`src/aib_tx_pkg.sv`:
```
/* AIB transmit channel shared definitions
   Beat and word widths, mode encodings and the output source select */
package aib_tx_pkg;

  localparam int beat_w = 40;  // One I/O beat
  localparam int word_w = 80;  // User word, beat 0 in low half

  // FIFO path mode, r_tx_fifo_mode
  typedef enum logic [1:0] {
    fifo_single = 2'b00,  // Low half only
    fifo_double = 2'b01,  // Low half then high half
    fifo_rsvd   = 2'b10,  // Same as single
    fifo_reg    = 2'b11   // Register path, FIFO bypassed
  } fifo_mode_e;

  // Adapter loopback mode, r_tx_adapter_lpbk_mode
  typedef enum logic [1:0] {
    lpbk_none   = 2'b00,
    lpbk_2      = 2'b01,  // Receive I/O data straight back
    lpbk_3_reg  = 2'b10,  // Receive register output via register path
    lpbk_3_fifo = 2'b11   // Receive FIFO output into transmit FIFO
  } lpbk_mode_e;

  // Which source the output stage registers onto dout
  typedef enum logic [1:0] {
    src_fifo = 2'b00,  // FIFO beats
    src_reg  = 2'b01,  // Register path
    src_din  = 2'b10   // Loopback 2
  } out_src_e;

endpackage
```
`src/aib_tx_chnl.sv`:
```
`timescale 1ns/100ps
/* AIB adapter transmit channel top: control block, phase-compensation
   FIFO and output stage on the single m_ns_fwd_clk domain */
module aib_tx_chnl #(
  parameter int fifo_depth = 8
) (
  input  logic                          m_ns_fwd_clk,
  input  logic                          reset,
  input  logic [aib_tx_pkg::word_w-1:0] data_in,
  input  logic                          req,
  output logic                          ack,
  input  logic [aib_tx_pkg::beat_w-1:0] din,               // Loopback 2 source
  input  logic [aib_tx_pkg::beat_w-1:0] rx_reg_dout,       // Loopback 3 register source
  input  logic [aib_tx_pkg::word_w-1:0] rx_fifo_data_out,  // Loopback 3 FIFO source
  input  logic                          rx_fifo_valid,
  input  aib_tx_pkg::fifo_mode_e        r_tx_fifo_mode,
  input  aib_tx_pkg::lpbk_mode_e        r_tx_adapter_lpbk_mode,
  input  logic [2:0]                    r_tx_phcomp_rd_delay,
  output logic [aib_tx_pkg::beat_w-1:0] dout,
  output logic                          dout_valid
);
  import aib_tx_pkg::*;

  logic              wr_en;
  logic              wr_sel_lpbk;
  logic              rd_en;
  logic              half_sel;
  logic              beat_valid;
  logic              reg_lpbk;
  logic              full;
  logic              empty;
  logic [word_w-1:0] rd_data;
  out_src_e          out_src;

  tx_chnl_ctrl u_ctrl (
    .m_ns_fwd_clk           (m_ns_fwd_clk),
    .reset                  (reset),
    .req                    (req),
    .ack                    (ack),
    .r_tx_fifo_mode         (r_tx_fifo_mode),
    .r_tx_adapter_lpbk_mode (r_tx_adapter_lpbk_mode),
    .r_tx_phcomp_rd_delay   (r_tx_phcomp_rd_delay),
    .rx_fifo_valid          (rx_fifo_valid),
    .full                   (full),
    .empty                  (empty),
    .wr_en                  (wr_en),
    .wr_sel_lpbk            (wr_sel_lpbk),
    .rd_en                  (rd_en),
    .half_sel               (half_sel),
    .beat_valid             (beat_valid),
    .reg_lpbk               (reg_lpbk),
    .out_src                (out_src)
  );

  tx_phcomp_fifo #(
    .fifo_depth (fifo_depth)
  ) u_fifo (
    .m_ns_fwd_clk     (m_ns_fwd_clk),
    .reset            (reset),
    .wr_en            (wr_en),
    .wr_sel_lpbk      (wr_sel_lpbk),
    .data_in          (data_in),
    .rx_fifo_data_out (rx_fifo_data_out),
    .rd_en            (rd_en),
    .rd_data          (rd_data),
    .full             (full),
    .empty            (empty)
  );

  tx_out_stage u_out (
    .m_ns_fwd_clk (m_ns_fwd_clk),
    .reset        (reset),
    .out_src      (out_src),
    .reg_lpbk     (reg_lpbk),
    .data_in_lo   (data_in[beat_w-1:0]),  // Register mode sends beat 0 only
    .rx_reg_dout  (rx_reg_dout),
    .din          (din),
    .rd_data      (rd_data),
    .half_sel     (half_sel),
    .beat_valid   (beat_valid),
    .dout         (dout),
    .dout_valid   (dout_valid)
  );

endmodule

```
`src/tx_out_stage.sv`:
```
`timescale 1ns/100ps
/* Transmit output stage: register path select, FIFO half pick
   and the registered dout with dout_valid */
module tx_out_stage (
  input  logic                          m_ns_fwd_clk,
  input  logic                          reset,
  input  aib_tx_pkg::out_src_e          out_src,
  input  logic                          reg_lpbk,
  input  logic [aib_tx_pkg::beat_w-1:0] data_in_lo,
  input  logic [aib_tx_pkg::beat_w-1:0] rx_reg_dout,
  input  logic [aib_tx_pkg::beat_w-1:0] din,
  input  logic [aib_tx_pkg::word_w-1:0] rd_data,
  input  logic                          half_sel,
  input  logic                          beat_valid,
  output logic [aib_tx_pkg::beat_w-1:0] dout,
  output logic                          dout_valid
);
  import aib_tx_pkg::*;

  logic [beat_w-1:0] reg_din;    // Register path source
  logic [beat_w-1:0] fifo_beat;  // Current FIFO half
  logic [beat_w-1:0] dout_nxt;
  logic              valid_nxt;

  assign reg_din   = reg_lpbk ? rx_reg_dout : data_in_lo;
  assign fifo_beat = half_sel ? rd_data[word_w-1:beat_w] : rd_data[beat_w-1:0];

  always_comb begin
    dout_nxt  = dout;  // FIFO path holds between beats
    valid_nxt = 1'b0;
    case (out_src)
      src_din: begin
        dout_nxt  = din;
        valid_nxt = 1'b1;
      end
      src_reg: begin
        dout_nxt  = reg_din;
        valid_nxt = 1'b1;
      end
      default: begin
        if (beat_valid)
          dout_nxt = fifo_beat;
        valid_nxt = beat_valid;
      end
    endcase
  end

  // One register stage for every path
  always_ff @(posedge m_ns_fwd_clk) begin
    if (reset) begin
      dout       <= '0;
      dout_valid <= 1'b0;
    end else begin
      dout       <= dout_nxt;
      dout_valid <= valid_nxt;
    end
  end

endmodule

```
`src/tx_phcomp_fifo.sv`:
```
`timescale 1ns/100ps
/* Transmit phase-compensation FIFO, show-ahead circular buffer
   with write source select and full/empty flags */
module tx_phcomp_fifo #(
  parameter int fifo_depth = 8  // Power of two, 4 or more
) (
  input  logic                          m_ns_fwd_clk,
  input  logic                          reset,
  input  logic                          wr_en,
  input  logic                          wr_sel_lpbk,
  input  logic [aib_tx_pkg::word_w-1:0] data_in,
  input  logic [aib_tx_pkg::word_w-1:0] rx_fifo_data_out,
  input  logic                          rd_en,
  output logic [aib_tx_pkg::word_w-1:0] rd_data,
  output logic                          full,
  output logic                          empty
);
  import aib_tx_pkg::*;

  localparam int ptr_w = $clog2(fifo_depth);
  localparam int cnt_w = ptr_w + 1;

  logic [word_w-1:0] mem [fifo_depth];
  logic [word_w-1:0] wr_data;
  logic [ptr_w-1:0]  wr_ptr;
  logic [ptr_w-1:0]  rd_ptr;
  logic [cnt_w-1:0]  fill_cnt;

  assign wr_data = wr_sel_lpbk ? rx_fifo_data_out : data_in;  // Loopback 3 FIFO source
  assign rd_data = mem[rd_ptr];  // Head word visible before pop

  assign full  = (fill_cnt == cnt_w'(fifo_depth));
  assign empty = (fill_cnt == '0);

  always_ff @(posedge m_ns_fwd_clk) begin
    if (wr_en)
      mem[wr_ptr] <= wr_data;
  end

  // Pointers wrap on their own, depth is a power of two
  always_ff @(posedge m_ns_fwd_clk) begin
    if (reset) begin
      wr_ptr   <= '0;
      rd_ptr   <= '0;
      fill_cnt <= '0;
    end else begin
      if (wr_en)
        wr_ptr <= wr_ptr + 1'b1;
      if (rd_en)
        rd_ptr <= rd_ptr + 1'b1;
      case ({wr_en, rd_en})
        2'b10:   fill_cnt <= fill_cnt + 1'b1;
        2'b01:   fill_cnt <= fill_cnt - 1'b1;
        default: fill_cnt <= fill_cnt;  // Both or neither
      endcase
    end
  end

  a_no_overflow: assert property (@(posedge m_ns_fwd_clk) disable iff (reset)
    wr_en |-> !full)
    else $error("FIFO written while full");

  a_no_underflow: assert property (@(posedge m_ns_fwd_clk) disable iff (reset)
    rd_en |-> !empty)
    else $error("FIFO read while empty");

endmodule

```
`src/tx_chnl_ctrl.sv`:
```
`timescale 1ns/100ps
/* Transmit channel control: mode decode, four-phase req/ack handshake,
   phase-compensation read delay and double-write half stepping */
module tx_chnl_ctrl (
  input  logic                   m_ns_fwd_clk,
  input  logic                   reset,
  input  logic                   req,
  output logic                   ack,
  input  aib_tx_pkg::fifo_mode_e r_tx_fifo_mode,
  input  aib_tx_pkg::lpbk_mode_e r_tx_adapter_lpbk_mode,
  input  logic [2:0]             r_tx_phcomp_rd_delay,
  input  logic                   rx_fifo_valid,
  input  logic                   full,
  input  logic                   empty,
  output logic                   wr_en,
  output logic                   wr_sel_lpbk,
  output logic                   rd_en,
  output logic                   half_sel,
  output logic                   beat_valid,
  output logic                   reg_lpbk,
  output aib_tx_pkg::out_src_e   out_src
);
  import aib_tx_pkg::*;

  logic       lpbk2;
  logic       lpbk3_fifo;
  logic       fifo_path;    // FIFO beats drive dout
  logic       dbl_write;
  logic       user_open;    // User word may enter the FIFO
  logic       user_wr;
  logic       lpbk_wr;
  logic       mode_chg;
  logic       rd_started;
  logic [2:0] rd_dly_cnt;   // Consecutive non-empty cycles
  fifo_mode_e fifo_mode_q;
  lpbk_mode_e lpbk_mode_q;

  assign lpbk2      = (r_tx_adapter_lpbk_mode == lpbk_2);
  assign reg_lpbk   = (r_tx_adapter_lpbk_mode == lpbk_3_reg);
  assign lpbk3_fifo = (r_tx_adapter_lpbk_mode == lpbk_3_fifo);
  assign dbl_write  = (r_tx_fifo_mode == fifo_double);  // Reserved acts as single

  // Loopback 2 wins over every FIFO mode
  always_comb begin
    if (lpbk2)
      out_src = src_din;
    else if (reg_lpbk || r_tx_fifo_mode == fifo_reg)
      out_src = src_reg;
    else
      out_src = src_fifo;
  end

  assign fifo_path   = (out_src == src_fifo);
  assign user_open   = fifo_path && !lpbk3_fifo;
  assign user_wr     = user_open && req && !ack && !full;  // Same edge as ack rise
  assign lpbk_wr     = fifo_path && lpbk3_fifo && rx_fifo_valid && !full;
  assign wr_en       = user_wr || lpbk_wr;
  assign wr_sel_lpbk = lpbk3_fifo;

  // Beat 0 keeps the word, the last beat pops it
  assign beat_valid = fifo_path && rd_started && !empty;
  assign rd_en      = beat_valid && (!dbl_write || half_sel);

  assign mode_chg = (fifo_mode_q != r_tx_fifo_mode) ||
                    (lpbk_mode_q != r_tx_adapter_lpbk_mode);

  always_ff @(posedge m_ns_fwd_clk) begin
    if (reset) begin
      ack         <= 1'b0;
      fifo_mode_q <= fifo_single;
      lpbk_mode_q <= lpbk_none;
    end else begin
      fifo_mode_q <= r_tx_fifo_mode;
      lpbk_mode_q <= r_tx_adapter_lpbk_mode;
      if (user_wr)
        ack <= 1'b1;
      else if (!req)
        ack <= 1'b0;  // Four-phase return to idle
    end
  end

  // Reads wait until the FIFO stayed non-empty for delay+1 cycles
  always_ff @(posedge m_ns_fwd_clk) begin
    if (reset || mode_chg) begin
      rd_dly_cnt <= 3'd0;
      rd_started <= 1'b0;
    end else if (!rd_started) begin
      if (empty)
        rd_dly_cnt <= 3'd0;  // Streak broken
      else if (rd_dly_cnt == r_tx_phcomp_rd_delay)
        rd_started <= 1'b1;
      else
        rd_dly_cnt <= rd_dly_cnt + 3'd1;
    end
  end

  always_ff @(posedge m_ns_fwd_clk) begin
    if (reset || mode_chg)
      half_sel <= 1'b0;
    else if (beat_valid && dbl_write)
      half_sel <= ~half_sel;  // Low half, then high half
  end

  a_req_held: assert property (@(posedge m_ns_fwd_clk) disable iff (reset)
    (user_open && req && !ack) |=> (req || ack))
    else $error("req dropped before ack");

  a_lpbk_no_drop: assert property (@(posedge m_ns_fwd_clk) disable iff (reset)
    (fifo_path && lpbk3_fifo && rx_fifo_valid) |-> !full)
    else $error("loopback 3 FIFO word dropped on full FIFO");

endmodule

```
`config.mk`:
```
export PLATFORM = sky130hd
export DESIGN_NAME = aib_tx_chnl
export DESIGN_NICKNAME = d
export VERILOG_FILES = /design/src/aib_tx_pkg.sv /design/src/aib_tx_chnl.sv /design/src/tx_out_stage.sv /design/src/tx_phcomp_fifo.sv /design/src/tx_chnl_ctrl.sv
export SDC_FILE = /design/constraint.sdc
export NUM_CORES = 1
export LEC_CHECK = 0
export ABC_AREA = 1
export BUFFER_PORTS_ARGS = -buffer_cell sky130_fd_sc_hd__clkbuf_2
export CAP_MARGIN = 20
export CORE_MARGIN = 2
export CORE_UTILIZATION = 30
export CTS_CLUSTER_DIAMETER = 150
export DETAILED_ROUTE_END_ITERATION = 10
export GPL_TIMING_DRIVEN = 0
export PLACE_DENSITY = 0.58
export SLEW_MARGIN = 20
export SYNTH_ARGS = -nofsm -noshare
export SYNTH_HDL_FRONTEND = slang
export SYNTH_SLANG_ARGS = --single-unit
```
`constraint.sdc`:
```
create_clock -name m_ns_fwd_clk -period 5.4 [get_ports m_ns_fwd_clk]
set_input_delay 1.08 -clock m_ns_fwd_clk [delete_from_list [all_inputs] [get_ports m_ns_fwd_clk]]
set_output_delay 1.08 -clock m_ns_fwd_clk [all_outputs]
set_load 0.01 [all_outputs]
```
==> impl_metrics.env <==
export IMPL_synth_cell_type_count=24
export IMPL_yosysTopAreaCellShare=0.600
export IMPL_fin_crit_ps=3720
export IMPL_min_period_over_period=0.689
export IMPL_hpwl_mm=77.9
export IMPL_wl_per_cell_um=20.7
export IMPL_clockRootBuffer="clkbuf_16"
export IMPL_clk_path_buf_depth=3
export IMPL_min_to="u_ctrl.ack"
export IMPL_ir_drop_uv=207
export IMPL_syn_to_final_growth_pct=20.4
export IMPL_cts_setup_buffers=0
export IMPL_path_cells="clkbuf_2 -> inv_2 -> nand2_2 -> o21ai_2 -> nor2_4 -> nand2_1 -> nor2_2 -> nand2_1 -> nor2_4 -> buf_12 -> buf_16 -> buf_16"
export IMPL_min_path_cells=2
export IMPL_dieArea_um2=109000
export IMPL_antenna_found_initial=2
export IMPL_p_per_area_nw_per_um2=312
export IMPL_reg2reg_setup_slack_ps=2600
export IMPL_drc=0
export IMPL_yosysTopAreaCell="edfxtp_1"
export IMPL_critPathMaxStageDelay_ps=530
export IMPL_grt_setup_unrepaired="no"
export IMPL_maxSlewViolCount=0
export IMPL_slowest_stage="nor2_4"
export IMPL_worst_pin_slew_ps=1020
export IMPL_met3WireLength_mm=10.3
export IMPL_cts_buffers=78
export IMPL_hold_violations=0
export IMPL_clock_latency_ps=630
export IMPL_tritoncts="built"
export IMPL_yosysSeqAreaShare=0.640
export IMPL_cts_max_level=3
export IMPL_maxSlewHeadroom=0.319
export IMPL_regArea_um2=20500
export IMPL_rr_startpoint="u_fifo.fill_cnt[0]"
export IMPL_crit_required_ps=5730
export IMPL_hold_buffers=0
export IMPL_vias=24700
export IMPL_crit_type="in2reg"
export IMPL_nNetsFinal=4018
export IMPL_arrival_ps=4050
export IMPL_num_io_pins=293
export IMPL_p_leak_nw=16.8
export IMPL_die_w_um=331
export IMPL_status="complete, no violations"
export IMPL_hp_class="reg2reg"
export IMPL_end_kind="register"
export IMPL_fin_tns_setup_ps=0
export IMPL_io_buffers=291
export IMPL_path_max_fanout=17
export IMPL_path_clk_slew_ps=60
export IMPL_num_rows=119
export IMPL_wl_met2_mm=48.8
export IMPL_syn_area_um2=32000
export IMPL_clock_sinks=704
export IMPL_synth_area_leaders="edfxtp_1, nand2_1, nand3_1, inv_1, dfxtp_1"
export IMPL_place_gp_congestion=0.839
export IMPL_coreArea_um2=106000
export IMPL_fin_util=0.365
export IMPL_drive_gt1_frac=0.163
export IMPL_synthCells=3352
export IMPL_avgSynthCellArea_um2=9.56
export IMPL_start_util=0.303
export IMPL_drv_cap=0
export IMPL_first_global_vias=22900
export IMPL_die_h_um=331
export IMPL_setup_violations=0
export IMPL_synth_seq_cells=704
export IMPL_grt_pass1_wl_mm=153
export IMPL_first_iter_violations=2620
export IMPL_grt_remaining_overflow=0
export IMPL_drt_met1_wl_mm=45.8
export IMPL_yosysWarnings=0
export IMPL_highest_layer="met4"
export IMPL_total_power_mw=12.0
export IMPL_critPathLaunchType="input port"
export IMPL_synth_fp_nets=3609
export IMPL_fmax_mhz=269
export IMPL_fillCellCount=10400
export IMPL_fin_ws_ps=1680
export IMPL_reg2regPathDepth=9
export IMPL_dr_pass1_iters=6
export IMPL_finClkSkew_ps=25.2
export IMPL_rr_endpoint="u_fifo.mem[6][44]"
export IMPL_postRouteAntennaNets=0
export IMPL_grtUsageTotal=0.195
export IMPL_hold_path_startpoint="u_ctrl.ack"
export IMPL_drt_total_wl_mm=108
export IMPL_grt_max_degree=21
export IMPL_ctsResizeCount=0
export IMPL_multi_input_area_um2=8900
export IMPL_dp_slack_ps=1060
export IMPL_vias_per_cell=4.73
[flip-flops by register name, indices dropped and copies added (netlist names), named ones only]
signal and flops:
u_ctrl.ack 1, u_ctrl.fifo_mode_q 2, u_ctrl.half_sel 1, u_ctrl.lpbk_mode_q 2, u_ctrl.rd_dly_cnt 3, u_ctrl.rd_started 1
u_fifo.fill_cnt 4, u_fifo.mem 640, u_fifo.rd_ptr 3, u_fifo.wr_ptr 3, u_out.dout 40, u_out.dout_valid 1
[per-layer routing]
| metal | track usage | vias to the layer above |
|---|---|---|
| met5 | 0 | - |
| met4 | 0.0603 | 0 |
| met3 | 0.0390 | 173 |
| met2 | 0.312 | 1183 |
| met1 | 0.265 | 11700 |
| li1 | - | 11600 |
[through the flow]
stage               hold WS, ps  std cells  instance area [µm²]
global placement            462       5034                35200
finish                      480       5218                38600
global route                504       5215                38600
floorplan                   454       3352                32000
detailed placement          467       5072                36200
CTS                         475       5215                38600
[final cells by class]
class                      instances  area share
buffer                           180      0.0205
sequential                       704       0.531
clock buffer                     108      0.0548
clock inverter                    35     0.00665
inverter                         508      0.0494
timing repair buffer             329      0.0611
antenna                            3    0.000195
multi-input combinational       1960       0.231
tap                             1391      0.0451
[kinds of logic (layout without fill, tap and decap cells)]
group / count (synthesis) / count (layout) / synth area share
simple gates: 1766 / 1766 / 0.227
mux: 80 / 80 / 0.0281
buf+inv: 688 / 1160 / 0.0842
fa+ha+maj: 6 / 6 / 0.00234
other cells: 0 / 3 / 0
flops: 704 / 704 / 0.640
compound gates: 98 / 98 / 0.0154
xor+xnor: 10 / 10 / 0.00273
[cell usage in the layout, fill, tap and decap left out, drive strengths merged]
master  instances
a21oi          51
buf           153
bufinv          3
clkbuf        464
clkinv         29
dfxtp          64
diode           3
edfxtp        640
ha              6
inv           511
mux2           80
nand2        1198
nand3         488
nand4           5
nor2           72
nor3            2
o21ai          47
or2             1
xnor2           4
xor2            6
[synthesized netlist by cell type]
cell type and instances:
nand2_1 1196, edfxtp_1 640, inv_1 500, nand3_1 488
buf_2 92, mux2_2 80, nor2_1 68, clkbuf_1 65
dfxtp_1 64, a21oi_1 51, o21ai_0 46, buf_1 23
inv_2 7, ha_1 6, xor2_1 6, nand4_1 5
xnor2_1 4, nand2_2 2, nor2_2 2, nor2_4 2
nor3_1 2, clkinv_1 1, o21ai_2 1, or2_2 1
[worst max-delay path: cells and delay by family]
family | cells | cell delay (ps)
AND/OR/NAND/NOR | 6 | 1850
buffers and inverters | 5 | 930
AO/OA/AOI/OAI | 1 | 150
[how the worst max path moves through the flow]
| stage | from | to | slack (ps) | cells past startpoint |
|---|---|---|---|---|
| after floorplan | r_tx_adapter_lpbk_mode[1] | u_fifo.mem[0][0] | -430 | 8 |
| after global placement | r_tx_adapter_lpbk_mode[0] | u_fifo.mem[2][75] | -5080 | 9 |
| after detailed placement | r_tx_adapter_lpbk_mode[0] | u_fifo.mem[6][78] | 1060 | 12 |
| after CTS | r_tx_adapter_lpbk_mode[0] | u_fifo.mem[6][46] | 1720 | 12 |
| after global routing | r_tx_adapter_lpbk_mode[0] | u_fifo.mem[6][44] | 1560 | 12 |
| final | r_tx_adapter_lpbk_mode[0] | u_fifo.mem[6][44] | 1680 | 12 |
[report_power, final]
| part | switching (mW) | internal (mW) |
|---|---|---|
| Combinational | 0.584 | 0.287 |
| Sequential | 0.0391 | 6.10 |
| Clock | 2.15 | 2.88 |
No activity file was read; power rests on OpenSTA's default activity.
